[config.mk]
export PLATFORM = sky130hd
export DESIGN_NAME = exc_top
export DESIGN_NICKNAME = d
export VERILOG_FILES = /design/src/logic/exc_pkg.sv /design/src/logic/exception_unit.sv /design/src/logic/cp0_regs.sv /design/src/logic/pc_redirect.sv /design/src/logic/exc_top.sv
export SDC_FILE = /design/constraint.sdc
export NUM_CORES = 1
export LEC_CHECK = 0
export BUFFER_PORTS_ARGS = -buffer_cell sky130_fd_sc_hd__buf_4
export CAP_MARGIN = 0
export CORE_MARGIN = 3
export CORE_UTILIZATION = 35
export DETAILED_ROUTE_END_ITERATION = 8
export SLEW_MARGIN = 40
export SYNTH_ARGS = -nofsm -noshare
export SYNTH_HDL_FRONTEND = slang
export SYNTH_SLANG_ARGS = --single-unit
[constraint.sdc]
create_clock -name clk -period 4.3 [get_ports clk]
set_clock_uncertainty 0.15 [all_clocks]
set_input_delay 0.86 -clock clk [delete_from_list [all_inputs] [get_ports clk]]
set_output_delay 0.86 -clock clk [all_outputs]
set_load 0.03 [all_outputs]
[src/logic/exc_pkg.sv]
`default_nettype none

package exc_pkg;

    // machine word for pc, addresses and cp0 data
    typedef logic [31:0] word_t;

    // cause.exccode field
    typedef logic [4:0] exc_code_t;

    // cp0 register number from mtc0/mfc0
    typedef logic [4:0] cp0_addr_t;

    // one bit per interrupt line, ip7..ip0
    typedef logic [7:0] int_vec_t;

    // exception codes
    localparam exc_code_t CODE_INT  = 5'd0;
    localparam exc_code_t CODE_ADEL = 5'd4;
    localparam exc_code_t CODE_ADES = 5'd5;
    localparam exc_code_t CODE_SYS  = 5'd8;
    localparam exc_code_t CODE_BP   = 5'd9;
    localparam exc_code_t CODE_RI   = 5'd10;
    localparam exc_code_t CODE_OV   = 5'd12;

    // cp0 register numbers
    localparam cp0_addr_t CP0_BADVADDR = 5'd8;
    localparam cp0_addr_t CP0_COUNT    = 5'd9;
    localparam cp0_addr_t CP0_COMPARE  = 5'd11;
    localparam cp0_addr_t CP0_STATUS   = 5'd12;
    localparam cp0_addr_t CP0_CAUSE    = 5'd13;
    localparam cp0_addr_t CP0_EPC      = 5'd14;

    // status bit positions
    localparam int STATUS_IE  = 0;
    localparam int STATUS_EXL = 1;

    // software-writable fields: status im/exl/ie, cause ip1..0
    localparam word_t STATUS_WMASK = 32'h0000_ff03;
    localparam word_t CAUSE_WMASK  = 32'h0000_0300;

    // single general exception entry
    localparam word_t EXC_ENTRY = 32'hbfc0_0380;

endpackage

`default_nettype wire

[src/logic/exception_unit.sv]
`timescale 1ns/1ps
`default_nettype none

module exception_unit (
    input  wire logic              reset,
    input  wire logic              commit_valid,
    input  wire exc_pkg::word_t    commit_pc,
    input  wire logic              in_delay_slot,
    input  wire logic              exc_instr_addr,
    input  wire logic              exc_ri,
    input  wire logic              exc_ov,
    input  wire logic              exc_sys,
    input  wire logic              exc_bp,
    input  wire logic              exc_load_addr,
    input  wire logic              exc_store_addr,
    input  wire exc_pkg::word_t    bad_vaddr,
    input  wire logic              eret,
    input  wire exc_pkg::int_vec_t interrupt_pending,
    input  wire logic              int_enable,
    input  wire logic              squash,
    output logic                   exc_taken,
    output exc_pkg::exc_code_t     exc_code,
    output exc_pkg::word_t         exc_pc,
    output logic                   exc_bd,
    output logic                   exc_badvaddr_we,
    output exc_pkg::word_t         exc_badvaddr,
    output logic                   eret_taken
);

    import exc_pkg::*;

    logic      event_ok;
    logic      int_valid;
    logic      any_exc;
    logic      addr_err;
    exc_code_t code;
    word_t     vaddr_sel;

    // a commit only counts outside reset and outside the squash slot
    assign event_ok  = commit_valid & ~squash & ~reset;
    assign int_valid = (interrupt_pending != '0) & int_enable;

    // fixed priority, interrupt first
    always_comb begin
        any_exc   = 1'b1;
        addr_err  = 1'b0;
        vaddr_sel = bad_vaddr;
        code      = CODE_INT;
        if (int_valid) begin
            code = CODE_INT;
        end else if (exc_instr_addr) begin
            code      = CODE_ADEL;
            addr_err  = 1'b1;
            vaddr_sel = commit_pc;
        end else if (exc_ri) begin
            code = CODE_RI;
        end else if (exc_ov) begin
            code = CODE_OV;
        end else if (exc_sys) begin
            code = CODE_SYS;
        end else if (exc_bp) begin
            code = CODE_BP;
        end else if (exc_load_addr) begin
            code     = CODE_ADEL;
            addr_err = 1'b1;
        end else if (exc_store_addr) begin
            code     = CODE_ADES;
            addr_err = 1'b1;
        end else begin
            any_exc = 1'b0;
        end
    end

    assign exc_taken       = event_ok & any_exc;
    assign exc_code        = code;
    assign exc_pc          = commit_pc;
    assign exc_bd          = in_delay_slot;
    assign exc_badvaddr_we = exc_taken & addr_err;
    assign exc_badvaddr    = vaddr_sel;

    // eret loses to any exception on the same commit
    assign eret_taken = event_ok & eret & ~any_exc;

endmodule

`default_nettype wire

[src/logic/cp0_regs.sv]
`timescale 1ns/1ps
`default_nettype none

module cp0_regs (
    input  wire logic               clk,
    input  wire logic               reset,
    input  wire logic               exc_taken,
    input  wire exc_pkg::exc_code_t exc_code,
    input  wire exc_pkg::word_t     exc_pc,
    input  wire logic               exc_bd,
    input  wire logic               exc_badvaddr_we,
    input  wire exc_pkg::word_t     exc_badvaddr,
    input  wire logic               eret_taken,
    input  wire logic [5:0]         hw_int,
    input  wire logic               cp0_we,
    input  wire exc_pkg::cp0_addr_t cp0_addr,
    input  wire exc_pkg::word_t     cp0_wdata,
    output exc_pkg::word_t          cp0_rdata,
    output exc_pkg::int_vec_t       interrupt_pending,
    output logic                    int_enable,
    output exc_pkg::word_t          epc
);

    import exc_pkg::*;

    word_t     status_q;
    word_t     count_q;
    word_t     compare_q;
    word_t     epc_q;
    word_t     badvaddr_q;
    logic      cause_bd_q;
    exc_code_t cause_code_q;
    logic [1:0] sw_ip_q;
    logic [5:0] hw_ip_q;
    logic      timer_irq_q;
    int_vec_t  ip;
    word_t     cause;

    logic wr_status;
    logic wr_cause;
    logic wr_count;
    logic wr_compare;
    logic wr_epc;

    assign wr_status  = cp0_we & (cp0_addr == CP0_STATUS);
    assign wr_cause   = cp0_we & (cp0_addr == CP0_CAUSE);
    assign wr_count   = cp0_we & (cp0_addr == CP0_COUNT);
    assign wr_compare = cp0_we & (cp0_addr == CP0_COMPARE);
    assign wr_epc     = cp0_we & (cp0_addr == CP0_EPC);

    // exl from the event wins over an mtc0 in the same cycle
    always_ff @(posedge clk) begin
        if (reset) begin
            status_q <= '0;
        end else begin
            if (wr_status) begin
                status_q <= (status_q & ~STATUS_WMASK) | (cp0_wdata & STATUS_WMASK);
            end
            if (exc_taken) begin
                status_q[STATUS_EXL] <= 1'b1;
            end else if (eret_taken) begin
                status_q[STATUS_EXL] <= 1'b0;
            end
        end
    end

    // cause fields, timer and sampled hardware lines
    always_ff @(posedge clk) begin
        if (reset) begin
            cause_bd_q   <= 1'b0;
            cause_code_q <= '0;
            sw_ip_q      <= '0;
            hw_ip_q      <= '0;
            timer_irq_q  <= 1'b0;
            count_q      <= '0;
            compare_q    <= '1;
        end else begin
            hw_ip_q <= hw_int;
            if (wr_cause) begin
                sw_ip_q <= cp0_wdata[9:8];
            end
            if (exc_taken) begin
                cause_bd_q   <= exc_bd;
                cause_code_q <= exc_code;
            end
            if (wr_count) begin
                count_q <= cp0_wdata;
            end else begin
                count_q <= count_q + 32'd1;
            end
            // a compare write acknowledges the timer
            if (wr_compare) begin
                compare_q   <= cp0_wdata;
                timer_irq_q <= 1'b0;
            end else if (count_q == compare_q) begin
                timer_irq_q <= 1'b1;
            end
        end
    end

    always_ff @(posedge clk) begin
        if (exc_taken) begin
            epc_q <= exc_bd ? exc_pc - 32'd4 : exc_pc;
        end else if (wr_epc) begin
            epc_q <= cp0_wdata;
        end
        if (exc_badvaddr_we) begin
            badvaddr_q <= exc_badvaddr;
        end
    end

    // timer shares ip7 with the top hardware line
    assign ip    = {timer_irq_q | hw_ip_q[5], hw_ip_q[4:0], sw_ip_q};
    assign cause = {cause_bd_q, 15'b0, ip, 1'b0, cause_code_q, 2'b0};

    assign interrupt_pending = ip & status_q[15:8];
    assign int_enable        = status_q[STATUS_IE] & ~status_q[STATUS_EXL];
    assign epc               = epc_q;

    always_comb begin
        case (cp0_addr)
            CP0_BADVADDR: cp0_rdata = badvaddr_q;
            CP0_COUNT:    cp0_rdata = count_q;
            CP0_COMPARE:  cp0_rdata = compare_q;
            CP0_STATUS:   cp0_rdata = status_q;
            CP0_CAUSE:    cp0_rdata = cause;
            CP0_EPC:      cp0_rdata = epc_q;
            default:      cp0_rdata = '0;
        endcase
    end

endmodule

`default_nettype wire

[src/logic/pc_redirect.sv]
`timescale 1ns/1ps
`default_nettype none

module pc_redirect #(
    parameter exc_pkg::word_t EXC_ENTRY_ADDR = exc_pkg::EXC_ENTRY
) (
    input  wire logic           clk,
    input  wire logic           reset,
    input  wire logic           exc_taken,
    input  wire logic           eret_taken,
    input  wire exc_pkg::word_t epc,
    output logic                redirect_valid,
    output exc_pkg::word_t      redirect_pc,
    output logic                squash
);

    logic event_taken;

    assign event_taken = exc_taken | eret_taken;

    // one-cycle pulse after each taken event
    always_ff @(posedge clk) begin
        if (reset) begin
            redirect_valid <= 1'b0;
        end else begin
            redirect_valid <= event_taken;
        end
    end

    // target captured in the event cycle, epc before its update
    always_ff @(posedge clk) begin
        if (exc_taken) begin
            redirect_pc <= EXC_ENTRY_ADDR;
        end else if (eret_taken) begin
            redirect_pc <= epc;
        end
    end

    // the commit slot during the redirect is wrong-path
    assign squash = redirect_valid;

endmodule

`default_nettype wire

[src/logic/exc_top.sv]
`timescale 1ns/1ps
`default_nettype none

module exc_top #(
    parameter exc_pkg::word_t EXC_ENTRY_ADDR = exc_pkg::EXC_ENTRY
) (
    input  wire logic               clk,
    input  wire logic               reset,
    input  wire logic               commit_valid,
    input  wire exc_pkg::word_t     commit_pc,
    input  wire logic               in_delay_slot,
    input  wire logic               exc_instr_addr,
    input  wire logic               exc_ri,
    input  wire logic               exc_ov,
    input  wire logic               exc_sys,
    input  wire logic               exc_bp,
    input  wire logic               exc_load_addr,
    input  wire logic               exc_store_addr,
    input  wire exc_pkg::word_t     bad_vaddr,
    input  wire logic               eret,
    input  wire logic [5:0]         hw_int,
    input  wire logic               cp0_we,
    input  wire exc_pkg::cp0_addr_t cp0_addr,
    input  wire exc_pkg::word_t     cp0_wdata,
    output exc_pkg::word_t          cp0_rdata,
    output logic                    redirect_valid,
    output exc_pkg::word_t          redirect_pc
);

    import exc_pkg::*;

    logic      exc_taken;
    exc_code_t exc_code;
    word_t     exc_pc;
    logic      exc_bd;
    logic      exc_badvaddr_we;
    word_t     exc_badvaddr;
    logic      eret_taken;
    int_vec_t  interrupt_pending;
    logic      int_enable;
    word_t     epc;
    logic      squash;

    exception_unit i_exception_unit (
        .reset             (reset),
        .commit_valid      (commit_valid),
        .commit_pc         (commit_pc),
        .in_delay_slot     (in_delay_slot),
        .exc_instr_addr    (exc_instr_addr),
        .exc_ri            (exc_ri),
        .exc_ov            (exc_ov),
        .exc_sys           (exc_sys),
        .exc_bp            (exc_bp),
        .exc_load_addr     (exc_load_addr),
        .exc_store_addr    (exc_store_addr),
        .bad_vaddr         (bad_vaddr),
        .eret              (eret),
        .interrupt_pending (interrupt_pending),
        .int_enable        (int_enable),
        .squash            (squash),
        .exc_taken         (exc_taken),
        .exc_code          (exc_code),
        .exc_pc            (exc_pc),
        .exc_bd            (exc_bd),
        .exc_badvaddr_we   (exc_badvaddr_we),
        .exc_badvaddr      (exc_badvaddr),
        .eret_taken        (eret_taken)
    );

    cp0_regs i_cp0_regs (
        .clk               (clk),
        .reset             (reset),
        .exc_taken         (exc_taken),
        .exc_code          (exc_code),
        .exc_pc            (exc_pc),
        .exc_bd            (exc_bd),
        .exc_badvaddr_we   (exc_badvaddr_we),
        .exc_badvaddr      (exc_badvaddr),
        .eret_taken        (eret_taken),
        .hw_int            (hw_int),
        .cp0_we            (cp0_we),
        .cp0_addr          (cp0_addr),
        .cp0_wdata         (cp0_wdata),
        .cp0_rdata         (cp0_rdata),
        .interrupt_pending (interrupt_pending),
        .int_enable        (int_enable),
        .epc               (epc)
    );

    pc_redirect #(
        .EXC_ENTRY_ADDR (EXC_ENTRY_ADDR)
    ) i_pc_redirect (
        .clk            (clk),
        .reset          (reset),
        .exc_taken      (exc_taken),
        .eret_taken     (eret_taken),
        .epc            (epc),
        .redirect_valid (redirect_valid),
        .redirect_pc    (redirect_pc),
        .squash         (squash)
    );

endmodule

`default_nettype wire

Word level (Yosys, flattened, before mapping)
Cells that the tools add are included.
{"block": "totals", "output_inout_bits": 65, "word_cells": 79, "ff_bits": 208}
{"block": "op_classes", "n_reduce_logical": 4, "n_mux": 32, "n_addsub": 2, "n_eq_ne": 7, "bitwise": 21}
{"operator": "$mux W32", "count": 6}
{"operator": "$pmux W32 S6", "count": 1}
{"operator": "$mux W5", "count": 7}
{"operator": "$add A32 B1 Y32 const B", "count": 1}
{"operator": "$eq A32 B32 Y1", "count": 1}
{"operator": "$or A32 B16 Y32", "count": 1}
{"operator": "$sub A32 B3 Y32 const B", "count": 1}
{"operator": "$eq A5 B4 Y1 const B", "count": 6}
{"operator": "$mux W1", "count": 16}
{"operator": "$and A1 B1 Y1", "count": 13}
{"operator": "$and A8 B8 Y8", "count": 1}
{"operator": "$reduce_bool A8 Y1", "count": 1}
{"operator": "$not A1 Y1", "count": 4}
{"operator": "$mux W3", "count": 1}
{"operator": "$reduce_bool A3 Y1", "count": 1}
{"operator": "$mux W2", "count": 1}
{"operator": "$or A1 B1 Y1", "count": 2}
{"operator": "$reduce_bool A2 Y1", "count": 1}
{"operator": "$reduce_or A2 Y1", "count": 1}

Logic depth before layout (Yosys ltp)
{"block": "logic_depth", "word_depth": 12, "depth_mapped": 8}

Cells and area by module
Synthesis repeated with hierarchy kept, for this count alone.
{"block": "hier_totals", "hier_cells": 1010, "hier_area_um2": 9870.7}
{"module": "cp0_regs", "instances": 1, "area_per_inst_um2": 7751.2, "cells_each": 808}
{"module": "pc_redirect", "instances": 1, "area_per_inst_um2": 1214.9, "cells_each": 108}
{"module": "exception_unit", "instances": 1, "area_per_inst_um2": 904.6, "cells_each": 94}

Least setup slack after synthesis
No wires, ideal clock.
{"block": "synth_timing", "path_type": "input-to-reg", "startpoint": "in exc_bp", "endpoint": "reg i_cp0_regs.badvaddr_q[0] (enable)", "setup_ns": 0.468, "path_slack_ns": -0.168, "path_buffers": 0, "t_required_ns": 3.682, "path_stages": 3, "arrival_time_ns": 3.851, "path_cell_list": "nor4_2 a21oi_1 nor3b_1"}
{"block": "synth_between", "elab_chain_len": 8, "elab_cells_between_ends": 14}
{"element": "start, declared", "line_no": "exc_top.sv:16", "rtl": "input wire logic exc_bp,"}
{"element": "$mux W1", "line_no": "exception_unit.sv:61", "rtl": "end else if (exc_bp) begin"}
{"element": "$mux W1", "line_no": "exception_unit.sv:59", "rtl": "end else if (exc_sys) begin"}
{"element": "$mux W1", "line_no": "exception_unit.sv:57", "rtl": "end else if (exc_ov) begin"}
{"element": "$mux W1", "line_no": "exception_unit.sv:55", "rtl": "end else if (exc_ri) begin"}
{"element": "$mux W1", "line_no": "exception_unit.sv:51", "rtl": "end else if (exc_instr_addr) begin"}
{"element": "$mux W1", "line_no": "exception_unit.sv:49", "rtl": "if (int_valid) begin"}
{"element": "$and A1 B1 Y1", "line_no": "exception_unit.sv:74", "rtl": "assign exc_taken = event_ok & any_exc;"}
{"element": "$and A1 B1 Y1 *", "line_no": "exception_unit.sv:78", "rtl": "assign exc_badvaddr_we = exc_taken & addr_err;"}
{"element": "net exc_badvaddr_we", "line_no": "exc_top.sv:36", "rtl": "logic exc_badvaddr_we;"}
{"element": "end signal, assigned", "line_no": "cp0_regs.sv:108", "rtl": "badvaddr_q <= exc_badvaddr;"}
{"element": "end, declared", "line_no": "cp0_regs.sv:30", "rtl": "word_t badvaddr_q;"}
Mark *: on every way through the listed nets, which the timed path passes. The rest lies on a longest branch.
A chain may end at the register's enable or synchronous reset.

Final worst setup path
{"block": "layout_timing", "startpoint": "in cp0_addr[2]", "endpoint": "out cp0_rdata[31]"}
{"block": "layout_between", "elab_chain_len": 2, "elab_cells_between_ends": 7}
{"element": "start, declared", "line_no": "exc_top.sv:23", "rtl": "input wire exc_pkg::cp0_addr_t cp0_addr,"}
{"element": "$eq A5 B4 Y1", "line_no": "cp0_regs.sv:121", "rtl": "case (cp0_addr)"}
{"element": "$pmux W32 S6 *", "line_no": "cp0_regs.sv:121"}
{"element": "end, declared", "line_no": "exc_top.sv:25", "rtl": "output exc_pkg::word_t cp0_rdata,"}
Mark *: on every way between the ends. The rest lies on a longest branch, timed or not.

==> impl_metrics.ini <==
[setup_path]
ff2ff_path_depth = 6
end_kind = output port
slowest_stage = sky130_fd_sc_hd__or3b_2
crit_path_end = cp0_rdata[31]
top_cell_by_count_worst_path = sky130_fd_sc_hd__buf_4
crit-reg2reg-capture = i_cp0_regs.count_q[30]
critical_path.startpoint = cp0_addr[2]
rr_startpoint = i_cp0_regs.count_q[0]
cp_cell_sequence = buf_4 -> or3b_2 -> nor2_2 -> buf_4 -> a22oi_1 -> nand2_1 -> buf_4
crit_path_max_incr_delay_ps = 520
cp_max_fo = 34
critPathRequiredTime_ps = 3290
ff2ff_setup_slack_ps = 1560
worstSetupPathType = primary input to output port
worst_ep_arrival_time_ps = 2580
critical_path.startpoint_type = primary input

[synthesis]
synthesis.yosys.warnings = 0
synth_seq_area_share = 0.4689
mean_syn_cell_area_um2 = 9.590
synthesis.area_mm2 = 0.009264
synth_enable_flop_cells = 64
synthCells = 966
largest_cells_by_area_after_synthesis = sky130_fd_sc_hd__dfxtp_1 (26%), sky130_fd_sc_hd__edfxtp_1 (21%), sky130_fd_sc_hd__nand2_1 (6.4%)
synth.largest_area_cell = sky130_fd_sc_hd__dfxtp_1
postSynth.asyncResetShare = 0
netlist-cell-type-count = 54
post-synth-top-area-fraction = 0.2615
synth-seq-cells = 185
yosysMostFrequentCell = sky130_fd_sc_hd__nand2_1
synth_flop_cell = sky130_fd_sc_hd__dfxtp_1
synth_common_cells = sky130_fd_sc_hd__nand2_1 (158), sky130_fd_sc_hd__dfxtp_1 (121), sky130_fd_sc_hd__a22oi_1 (66)
mappedNetlistNets = 1088

[clock_network]
ctsHtreeMaxLevel = 4
clk_pin_slew_worst_paths_ps = 70
cts_buffers = 17
clockRootBuffer = sky130_fd_sc_hd__clkbuf_16
clock_latency_ps = 440
post_cts_buffers = 0
clock_sink_count = 185
clock_tree_from_tritoncts = done
hold_buffers = 0
cts_buffer_depth = 2
post_cts_resize_count = 0

[sta]
max_transition_viols_final = 0
least_setup_slack_across_all_paths_after_layout_ps = 708.1
rsz0062_at_grt = false
worst-slew-pin-transition_ps = 790.8
setup_tns_ps = 0
max_slew_margin = 0.4715
layout_min_cycle_time_ps = 3592
setup_viol = 0
hold_violations = 0
worst_hold_slack_ps = 313.3
layout_worst_path_cycle_share = 0.8353
fmax_mhz = 278.4

[layout]
fin_area_mm2 = 0.01172
drive_above_1_share = 0.2785
diodes = 0
fill_cells = 2468
syn2layout_area_growth_pct = 26.54
layout.core_utilization = 0.4576
finish.net_count = 1251
finish.cell_count_without_fillers = 1472

[global_route]
globalRouteOverflowTotal = 0
grt_pass1_vias = 8153
initial_antenna_violation_count = 0
grt_pass1_wl_um = 48670
groute.usage.overall = 0.2240
grt_start_max_net_pins = 89

[floorplanning]
placementRows = 58
fp.dieW_um = 168.7
die-height_um = 168.7
initial_core_util = 0.3616
core_area_mm2 = 0.02562
design.die.area_mm2 = 0.02846
io-pin-count = 185

[routing]
routed-via-count = 8275
routed_wire_length_per_instance_um = 21.99
violation_count_after_the_first_detailed_routing_iteration = 747
detail_route.vias_per_cell = 5.622
totalWireLength_um = 32380
drc = 0
drt.antenna.violating_nets = 0
first_pass_iters = 5

[pwr]
p_leak_nw = 4.532
post-layout-total-power_mw = 4.292
vdd_drop_max_uv = 244.5
powerDensity_mw_per_mm2 = 366.2

[place]
placed_area_mm2 = 0.01111
gpl.final_weighted_congestion = 0.8444
instance_count_after_placement_with_tap_cells_included = 1440
placement.setup.worst_slack_ps = 704.6
hpwlAfterDp_um = 23010
portBuffers = 184

[run]
cap_violations = 0

[outcome]
outcome = finished clean

[hold_path]
hp-class = flop to flop
## report_power, final
part,switching (mW),internal (mW),leakage (nW)
clock network,0.719,0.941,0.300
registers,0.0699,1.91,1.58
logic,0.360,0.287,2.65
total,1.15,3.14,4.53
## cells by family (layout without fill, tap and decap cells)
family          after synthesis  in the layout  synth area share
mux                          35             35           0.04241
flops                       185            185            0.4689
fa+ha+maj                     2              2          0.002701
xor+xnor                     88             88           0.08320
simple gates                382            382            0.2107
compound gates              199            199            0.1602
buf+inv                      75            251           0.03187
## state kept, by name, indices dropped and copies added, names as in the netlist, 2 cells and up
signal                     count
i_cp0_regs.badvaddr_q         32
i_cp0_regs.compare_q          32
i_cp0_regs.count_q            32
i_cp0_regs.epc                32
i_pc_redirect.redirect_pc     32
i_cp0_regs.status_q           10
i_cp0_regs.hw_ip_q             6
i_cp0_regs.cause_code_q        4
i_cp0_regs.sw_ip_q             2
## cell usage in the layout (no fill, tap or decap), drive strengths merged, types with 7 or more instances in the layout
| cell type | netlist | final |
|---|---|---|
| xnor2 | 63 | 63 |
| xor2 | 25 | 25 |
| a21oi | 17 | 17 |
| edfxtp | 64 | 64 |
| dfxtp | 121 | 121 |
| nand3b | 37 | 37 |
| nor3 | 21 | 21 |
| nor4 | 15 | 15 |
| nand2 | 158 | 158 |
| mux2 | 34 | 34 |
| nor2b | 7 | 7 |
| nand3 | 37 | 37 |
| a22oi | 66 | 66 |
| o221a | 20 | 20 |
| a222oi | 8 | 8 |
| o21ai | 38 | 38 |
| a221o | 10 | 10 |
| buf | 17 | 213 |
| nor2 | 50 | 50 |
| inv | 6 | 10 |
| nand4 | 26 | 26 |
| clkbuf | 52 | 20 |
| a211oi | 29 | 29 |
## layer usage
metal	track usage	up-vias	share of wire
met1	0.2925	3987	0.42
met2	0.3677	349	0.48
met4	0.06973	0	0.028
li1	-	3898	-
met3	0.05441	41	0.077
met5	0	-	0
## layout make-up
cell class                      count  area [µm²]  share of cell area
Timing Repair Buffer              213        1635              0.1395
Clock inverter                     12       162.7             0.01388
Inverter                            6       22.52            0.001921
Clock buffer                       20       446.7             0.03810
Sequential cell                   185        4344              0.3706
Multi-Input combinational cell    706        4698              0.4008
Tap cell                          330       412.9             0.03522
## critical path, delay by kind of cell
family / cells / cell delay [ps]
AND/OR/NAND/NOR: 3 / 830
buffers and inverters: 3 / 700
AO/OA/AOI/OAI: 1 / 160
## worst min-delay path by stage
| stage | start | end | slack (ps) | depth (start not counted) |
|---|---|---|---|---|
| 6_report | i_cp0_regs.cause_code_q[3] | i_cp0_regs.cause_code_q[3] | 310 | 2 |
| 4_1_cts | i_cp0_regs.cause_code_q[3] | i_cp0_regs.cause_code_q[3] | 310 | 2 |
| 3_5_place_dp | i_cp0_regs.cause_code_q[3] | i_cp0_regs.cause_code_q[3] | 300 | 2 |
| 2_1_floorplan | i_cp0_regs.cause_code_q[3] | i_cp0_regs.cause_code_q[3] | 290 | 2 |
| 3_3_place_gp | i_cp0_regs.cause_code_q[3] | i_cp0_regs.cause_code_q[3] | 290 | 2 |
| 5_1_grt | i_cp0_regs.cause_code_q[3] | i_cp0_regs.cause_code_q[3] | 340 | 2 |
Note: power is estimated with default switching activity, not from simulation.
